<file path="config.mk">
export PLATFORM = sky130hd
export DESIGN_NAME = memchk_top
export DESIGN_NICKNAME = d
export VERILOG_FILES = /design/src/memchk_pkg.sv /design/src/memchk_bus_if.sv /design/src/memchk_exp_if.sv /design/src/memchk_phase_fsm.sv /design/src/memchk_req_compare.sv /design/src/memchk_resp_counter.sv /design/src/memchk_top.sv
export SDC_FILE = /design/constraint.sdc
export NUM_CORES = 1
export LEC_CHECK = 0
export BUFFER_PORTS_ARGS = -buffer_cell sky130_fd_sc_hd__buf_2
export CORE_AREA = 2 2 84 86
export DETAILED_ROUTE_END_ITERATION = 16
export DIE_AREA = 0 0 86 88
export PLACE_DENSITY_LB_ADDON = 0.2
export SLEW_MARGIN = 30
export SYNTH_ARGS = -nofsm -noshare
export SYNTH_HDL_FRONTEND = slang
export SYNTH_HIERARCHICAL = 1
export SYNTH_SLANG_ARGS = --single-unit
</file>
<file path="constraint.sdc">
create_clock -name clk_i -period 2.2 [get_ports clk_i]
set_clock_uncertainty 0.15 [all_clocks]
set_input_delay 0.22 -clock clk_i [delete_from_list [all_inputs] [get_ports clk_i]]
set_output_delay 0.22 -clock clk_i [all_outputs]
set_load 0.03 [all_outputs]
</file>
<file path="src/memchk_pkg.sv">
// Shared widths, limits and phase encoding for the data-memory checker
// Bus is one 32-bit word wide with one byte enable per byte
// Outstanding limit matches a core that issues at most two requests ahead

package memchk_pkg;

  // Data bus geometry
  localparam int unsigned ADDR_W = 32;  // Word address width
  localparam int unsigned DATA_W = 32;  // Write data width
  localparam int unsigned BE_W   = 4;   // One enable per byte lane

  // Lane width derived from the data word
  localparam int unsigned BYTE_W = DATA_W / BE_W;

  // Response bookkeeping
  localparam int unsigned MAX_OUTSTANDING = 2;  // Granted but unanswered requests
  localparam int unsigned CNT_W           = 2;  // Enough to hold MAX_OUTSTANDING

  // Progress of the current access
  // PH_DONE doubles as the idle state between accesses
  typedef enum logic [1:0] {
    PH_FST  = 2'd0,  // Waiting for the first grant
    PH_SND  = 2'd1,  // Waiting for the second grant of a split access
    PH_DONE = 2'd2   // All expected grants seen
  } phase_e;

endpackage

</file>
<file path="src/memchk_bus_if.sv">
// Observed data-bus request signals
// Pure observation bundle, the checker never drives the bus

`timescale 1ns/1ns

interface memchk_bus_if import memchk_pkg::*; ();

  logic              req;    // Request strobe
  logic              gnt;    // Grant strobe, meaningful with req
  logic              we;     // Write enable
  logic [ADDR_W-1:0] addr;   // Word address of the request
  logic [DATA_W-1:0] wdata;  // Store data, valid when we is set

  // Every consumer only watches
  modport monitor (
    input req,
    input gnt,
    input we,
    input addr,
    input wdata
  );

endinterface

</file>
<file path="src/memchk_exp_if.sv">
// Expected access for the current instruction
// Held stable by the environment from access start until done

`timescale 1ns/1ns

interface memchk_exp_if import memchk_pkg::*; ();

  logic              read;       // First request is a load
  logic              write;      // First request is a store
  logic              read_snd;   // Misaligned load needs a second request
  logic              write_snd;  // Misaligned store needs a second request
  logic [ADDR_W-1:0] fst_addr;
  logic [ADDR_W-1:0] snd_addr;
  logic [DATA_W-1:0] fst_wdata;
  logic [DATA_W-1:0] snd_wdata;
  logic [BE_W-1:0]   fst_be;     // Lanes that must match on the first store
  logic [BE_W-1:0]   snd_be;     // Lanes that must match on the second store

  modport sink (
    input read, write, read_snd, write_snd,
    input fst_addr, snd_addr,
    input fst_wdata, snd_wdata,
    input fst_be, snd_be
  );

endinterface

</file>
<file path="src/memchk_phase_fsm.sv">
// Tracks the grants of one access, first and optional second request
// A start pulse always wins over a grant in the same cycle
// Idles in PH_DONE after reset, so any request before the first start is extra

`timescale 1ns/1ns

module memchk_phase_fsm import memchk_pkg::*; (
  input  logic                 clk_i,
  input  logic                 rst_i,
  input  logic                 access_start_i,  // One-cycle pulse per access
  memchk_bus_if.monitor        bus_if,
  memchk_exp_if.sink           exp_if,
  output phase_e               phase_o,
  output logic                 access_done_o,   // Pulse after the final grant
  output logic                 extra_req_o      // Pulse after a request in PH_DONE
);

  phase_e phase_q, phase_d;
  logic   grant;     // Request accepted this cycle
  logic   snd_exp;   // Split access expected
  logic   last_gnt;  // This grant completes the access

  assign grant   = bus_if.req & bus_if.gnt;
  assign snd_exp = exp_if.read_snd | exp_if.write_snd;

  // Final grant is the first one of an aligned access or the second of a split one
  assign last_gnt = grant & ~access_start_i &
                    (((phase_q == PH_FST) & ~snd_exp) | (phase_q == PH_SND));

  always_comb begin
    phase_d = phase_q;
    if (access_start_i) begin
      phase_d = PH_FST;                         // New access restarts tracking
    end else if (grant) begin
      case (phase_q)
        PH_FST:  phase_d = snd_exp ? PH_SND : PH_DONE;
        PH_SND:  phase_d = PH_DONE;
        default: phase_d = phase_q;             // Grants in PH_DONE are reported, not tracked
      endcase
    end
  end

  always_ff @(posedge clk_i) begin
    if (rst_i) begin
      phase_q       <= PH_DONE;
      access_done_o <= 1'b0;
      extra_req_o   <= 1'b0;
    end else begin
      phase_q       <= phase_d;
      access_done_o <= last_gnt;
      // Held requests keep flagging every cycle
      extra_req_o   <= bus_if.req & (phase_q == PH_DONE) & ~access_start_i;
    end
  end

  assign phase_o = phase_q;

endmodule

</file>
<file path="src/memchk_req_compare.sv">
// Compares every request cycle with the expectation of the current phase
// Only byte lanes with a set enable take part in the write data check
// Requests in PH_DONE are left to the phase FSM

`timescale 1ns/1ns

module memchk_req_compare import memchk_pkg::*; (
  input  logic          clk_i,
  input  logic          rst_i,
  memchk_bus_if.monitor bus_if,
  memchk_exp_if.sink    exp_if,
  input  phase_e        phase_i,
  output logic          req_mismatch_o  // Pulse after a nonconforming request
);

  // Expectation selected for this phase
  logic              exp_rd, exp_wr;
  logic [ADDR_W-1:0] exp_addr;
  logic [DATA_W-1:0] exp_wdata;
  logic [BE_W-1:0]   exp_be;
  logic [DATA_W-1:0] mask;

  logic dir_ok, addr_ok, data_ok;
  logic active;                     // Phase where requests are expected
  logic mismatch_d;

  always_comb begin
    if (phase_i == PH_SND) begin    // Second half of a split access
      exp_rd    = exp_if.read_snd;
      exp_wr    = exp_if.write_snd;
      exp_addr  = exp_if.snd_addr;
      exp_wdata = exp_if.snd_wdata;
      exp_be    = exp_if.snd_be;
    end else begin
      exp_rd    = exp_if.read;
      exp_wr    = exp_if.write;
      exp_addr  = exp_if.fst_addr;
      exp_wdata = exp_if.fst_wdata;
      exp_be    = exp_if.fst_be;
    end
  end

  // Spread each byte enable over its lane
  always_comb begin
    for (int i = 0; i < BE_W; i++) begin
      mask[i*BYTE_W +: BYTE_W] = {BYTE_W{exp_be[i]}};
    end
  end

  // Read flag must be the exact complement of we, so neither or both set fails
  assign dir_ok  = (exp_wr == bus_if.we) && (exp_rd == ~bus_if.we);
  assign addr_ok = (bus_if.addr == exp_addr);
  assign data_ok = !bus_if.we || ((bus_if.wdata & mask) == (exp_wdata & mask));

  assign active     = (phase_i == PH_FST) || (phase_i == PH_SND);
  assign mismatch_d = bus_if.req & active & ~(dir_ok & addr_ok & data_ok);

  // Registered so a held request reports once per cycle
  always_ff @(posedge clk_i) begin
    if (rst_i) begin
      req_mismatch_o <= 1'b0;
    end else begin
      req_mismatch_o <= mismatch_d;
    end
  end

endmodule

</file>
<file path="src/memchk_resp_counter.sv">
// Counts granted requests still waiting for their response
// Saturates at MAX_OUTSTANDING and at zero, errors are flagged instead of wrapping
// gnt_i must already be qualified with req

`timescale 1ns/1ns

module memchk_resp_counter import memchk_pkg::*; (
  input  logic             clk_i,
  input  logic             rst_i,
  input  logic             gnt_i,          // Accepted request
  input  logic             rvalid_i,       // Response beat
  output logic [CNT_W-1:0] outstanding_o,
  output logic             resp_err_o      // Pulse after a protocol violation
);

  logic [CNT_W-1:0] cnt_q;
  logic             inc, dec;
  logic             at_max, at_zero;
  logic             err_d;

  // Grant and response together cancel out
  assign inc = gnt_i & ~rvalid_i;
  assign dec = rvalid_i & ~gnt_i;

  assign at_max  = (cnt_q == CNT_W'(MAX_OUTSTANDING));
  assign at_zero = (cnt_q == '0);

  // Response with nothing pending, or one grant too many
  assign err_d = (rvalid_i & at_zero) | (inc & at_max);

  always_ff @(posedge clk_i) begin
    if (rst_i) begin
      cnt_q      <= '0;
      resp_err_o <= 1'b0;
    end else begin
      resp_err_o <= err_d;
      if (inc && !at_max) begin
        cnt_q <= cnt_q + 1'b1;
      end else if (dec && !at_zero) begin
        cnt_q <= cnt_q - 1'b1;
      end
    end
  end

  assign outstanding_o = cnt_q;

endmodule

</file>
<file path="src/memchk_top.sv">
// Data-memory request conformance checker
// Expectation must stay stable from access_start_i until access_done_o
// Flags are one-cycle pulses, one cycle after the offending bus cycle

`timescale 1ns/1ns

module memchk_top import memchk_pkg::*; (
  input  logic              clk_i,
  input  logic              rst_i,
  input  logic              access_start_i,   // Begins a new access

  // Expected access
  input  logic              exp_read_i,
  input  logic              exp_write_i,
  input  logic              exp_read_snd_i,
  input  logic              exp_write_snd_i,
  input  logic [ADDR_W-1:0] exp_fst_addr_i,
  input  logic [ADDR_W-1:0] exp_snd_addr_i,
  input  logic [DATA_W-1:0] exp_fst_wdata_i,
  input  logic [DATA_W-1:0] exp_snd_wdata_i,
  input  logic [BE_W-1:0]   exp_fst_be_i,
  input  logic [BE_W-1:0]   exp_snd_be_i,

  // Observed data bus
  input  logic              data_req_i,
  input  logic              data_gnt_i,
  input  logic              data_rvalid_i,
  input  logic              data_we_i,
  input  logic [ADDR_W-1:0] data_addr_i,
  input  logic [DATA_W-1:0] data_wdata_i,

  // Verdicts
  output logic              req_mismatch_o,
  output logic              extra_req_o,
  output logic              resp_err_o,
  output logic              access_done_o,
  output logic [CNT_W-1:0]  outstanding_o
);

  memchk_bus_if bus_if ();
  memchk_exp_if exp_if ();
  phase_e       phase;

  assign bus_if.req   = data_req_i;
  assign bus_if.gnt   = data_gnt_i;
  assign bus_if.we    = data_we_i;
  assign bus_if.addr  = data_addr_i;
  assign bus_if.wdata = data_wdata_i;

  assign exp_if.read      = exp_read_i;
  assign exp_if.write     = exp_write_i;
  assign exp_if.read_snd  = exp_read_snd_i;
  assign exp_if.write_snd = exp_write_snd_i;
  assign exp_if.fst_addr  = exp_fst_addr_i;
  assign exp_if.snd_addr  = exp_snd_addr_i;
  assign exp_if.fst_wdata = exp_fst_wdata_i;
  assign exp_if.snd_wdata = exp_snd_wdata_i;
  assign exp_if.fst_be    = exp_fst_be_i;
  assign exp_if.snd_be    = exp_snd_be_i;

  memchk_phase_fsm u_phase_fsm (
    .clk_i          (clk_i),
    .rst_i          (rst_i),
    .access_start_i (access_start_i),
    .bus_if         (bus_if),
    .exp_if         (exp_if),
    .phase_o        (phase),
    .access_done_o  (access_done_o),
    .extra_req_o    (extra_req_o)
  );

  // Counter sees only accepted requests
  memchk_resp_counter u_resp_counter (
    .clk_i         (clk_i),
    .rst_i         (rst_i),
    .gnt_i         (data_req_i & data_gnt_i),
    .rvalid_i      (data_rvalid_i),
    .outstanding_o (outstanding_o),
    .resp_err_o    (resp_err_o)
  );

  memchk_req_compare u_req_compare (
    .clk_i          (clk_i),
    .rst_i          (rst_i),
    .bus_if         (bus_if),
    .exp_if         (exp_if),
    .phase_i        (phase),
    .req_mismatch_o (req_mismatch_o)
  );

endmodule

</file>
==> flow_summary.toml <==
[timing]
slew-limit-headroom = 0.739
setup_tns_ns = -0.103
timing.final.crit_period_ns = 2.30
period_share = 1.05
max_freq_ghz = 0.434
worstMarginPinSlew_ns = 0.387
final-setup-viol-count = 1
timing.final.ws_setup_ns = -0.103
slew_viol_final = 0
final_hold_viol_count = 0
rsz0062_at_grt = "yes"

[min_path]
hold_path.class = "input port to register"

[global_routing]
grt_use_total = 0.211
antenna_found_initial = 0
grt_pass1_vias = 3032
grt.overflow.total = 0
grt_max_degree = 16
grt_pass1_wl_um = 13100

[clock_network]
cts_tree = "yes"
clkLatencyLatePin_ns = 0.23
htree_levels = 1
cts_root_buffer = "clkbuf_8"
clk_path_buf_depth = 2
clk_pin_slew_ns = 0.04
cts.sinks = 8
cts-buffers-inserted = 3

[worst_setup_path]
worstPathCellList = "nor2b_4, buf_12, buf_8, a2111oi_2, nor2_1, a21oi_1, a32oi_1, o41ai_2, nand4_1, and3_1"
crit_fanout = 15
cp.arrival_ns = 2.27
rrSetupSlack_ns = -0.10
worst-setup-path-type = "register to register"
crit_required_ns = 2.17
startpoint_type = "register"
cpMaxStageDelayCell = "o41ai_2"
max_stage_delay_ns = 0.36
end_kind = "register"

[floorplan]
core_area_um2 = 6640
start_util = 0.321
die_w_um = 86
die_h_um = 88
num_rows = 30
ios = 217
dieArea_um2 = 7570

[yosys]
synthCells = 292
synth_top_area_cell = "mux2i_1"
ys_seq_area_frac = 0.0752
ys_types = 46
syn-num-nets = 503
synth_area_leaders = "mux2i_1, xor2_1, xnor2_1, dfxtp_1, inv_1"
synth_top_area_frac = 0.165
synth_edf_count = 0
synth_common_cells = "mux2i_1, inv_1, nand2_1, xor2_1, xnor2_1"
syn_area_um2 = 2130
synth.most_common_cell = "mux2i_1"
synth-async-reset-ratio = 0
synth_warnings = 6
avgSynthCellArea_um2 = 7.29
synth-main-ff-cell = "dfxtp_1"
ys_seq_elements = 8

[routing]
viasPerCell = 5.03
route.vias.total = 3052
antenna_left = 0
drc_errors = 0
routed_wl_um = 8560
wl_per_cell_um = 14.1
drtIter0Drc = 47
drt_first_pass_iters = 5

[finish]
fillers = 639
post-route-util = 0.556
drive_above_1_share = 0.509
nets = 740
area_growth_pct = 73.3
diodes = 0

[power_and_ir_drop]
power.switching_mw = 0.300
ir_drop_v = 0.000161
static-leakage-power_nw = 1.80
seqPwrFrac = 0.184
power.total_mw = 0.852
p_int_mw = 0.552
power_frac_comb = 0.610
switching_share = 0.352
power_frac_clock = 0.206
power_density_nw_per_um2 = 231

[flow_run]
maxCapViolCount = 0

[placed_design]
place_ws_ns = -0.447
place_congestion = 0.861
place_hpwl_um = 7210
portBuffers = 216

[status]
violations = "setup timing"
status = "finished, violations left"
routing by layer:
| metal | GRT usage | vias up | wire length (µm) |
|---|---|---|---|
| li1 | - | 1552 | - |
| met1 | 0.249 | 1356 | 3460 |
| met2 | 0.416 | 140 | 4460 |
| met3 | 0.0179 | 4 | 608 |
| met4 | 0.0390 | 0 | 31 |
| met5 | 0 | - | 0 |
logic make-up (layout without fill, tap and decap cells):
kind of cell	Yosys count	count (layout)	share of synthesized area
simple gates	84	84	0.203
xor+xnor	51	51	0.210
buf+inv	41	276	0.0864
mux	36	36	0.175
compound gates	72	72	0.251
flops	8	8	0.0752
final timing paths:
check | startpoint | cells past startpoint | end
worst max-delay path | u_phase_fsm/phase_o[0]$_SDFFE_PP0P_ | 10 | u_req_compare/req_mismatch_o$_SDFF_PP0_
worst min-delay path | access_start_i | 2 | u_phase_fsm/phase_o[0]$_SDFFE_PP0P_
worst max register to register | u_phase_fsm/phase_o[0]$_SDFFE_PP0P_ | 10 | u_req_compare/req_mismatch_o$_SDFF_PP0_
worst min register to register | u_resp_counter/outstanding_o[0]$_SDFFE_PP0P_ | 1 | u_resp_counter/resp_err_o$_SDFF_PP0_
worst max-delay path: cells and delay by family (launching register included):
kind	cells	cell delay, ns
buffers and inverters	2	0.30
AND/OR/NAND/NOR	4	0.50
flip-flops	1	0.31
AO/OA/AOI/OAI	4	0.94
state kept, by name, summed over array words and instances (netlist names):
| register | cells |
|---|---|
| u_phase_fsm/extra_req_o | 1 |
| u_phase_fsm/access_done_o | 1 |
| u_resp_counter/resp_err_o | 1 |
| u_resp_counter/outstanding_o | 2 |
| u_req_compare/req_mismatch_o | 1 |
| u_phase_fsm/phase_o | 2 |
final cells by class:
| cell class | count | area [µm²] | area share |
|---|---|---|---|
| clock buffers | 3 | 41.3 | 0.0112 |
| inverters | 31 | 116 | 0.0315 |
| multi-input cells | 243 | 1890 | 0.512 |
| flip-flops and latches | 8 | 163 | 0.0441 |
| well taps | 80 | 100 | 0.0271 |
| repair buffers | 242 | 1380 | 0.374 |
power by group through the flow:
stage / Sequential, mW / Combinational (mW) / Clock, mW
after floorplan: 0.168 / 0.208 / 0
after global placement: 0.159 / 0.483 / 0
after detailed placement: 0.159 / 0.489 / 0
after CTS: 0.157 / 0.514 / 0.181
after global routing: 0.157 / 0.571 / 0.193
final: 0.157 / 0.520 / 0.175
layout by cell type, fill, tap and decap left out, types with 3 or more instances in the layout:
master and n:
a211oi_1 3, a21oi_1 12, a221oi_1 5, and2_1 4, buf_12 3, buf_16 3, buf_2 216, buf_4 19
clkbuf_8 3, dfxtp_1 6, inv_1 31, mux2i_1 31, mux2i_2 3, nand2_1 28, nand3_1 6, nand4_1 7
nor2_1 9, nor2b_1 7, nor3_1 5, nor4_1 4, o211ai_1 4, o21ai_0 6, o221ai_1 9, o22ai_1 8
o2bb2ai_1 3, xnor2_1 23, xor2_1 28
what timing repair did:
action | CTS | global route
resized for setup | 22 | 4
hold buffers | 0 | 0
pin swaps | 13 | 3
setup buffers | 9 | 0
setup endpoints to repair | 1 | 1
gates cloned | 2 | 0
metrics by stage:
stage | instances | area, µm² | hold slack, ns
after floorplan | 292 | 2140 | 0.143
after global placement | 593 | 3390 | 0.289
after detailed placement | 593 | 3390 | 0.293
after CTS | 607 | 3670 | 0.0535
after global routing | 607 | 3690 | 0.0618
final | 607 | 3690 | 0.0566
No activity file was read; power rests on OpenSTA's default activity.
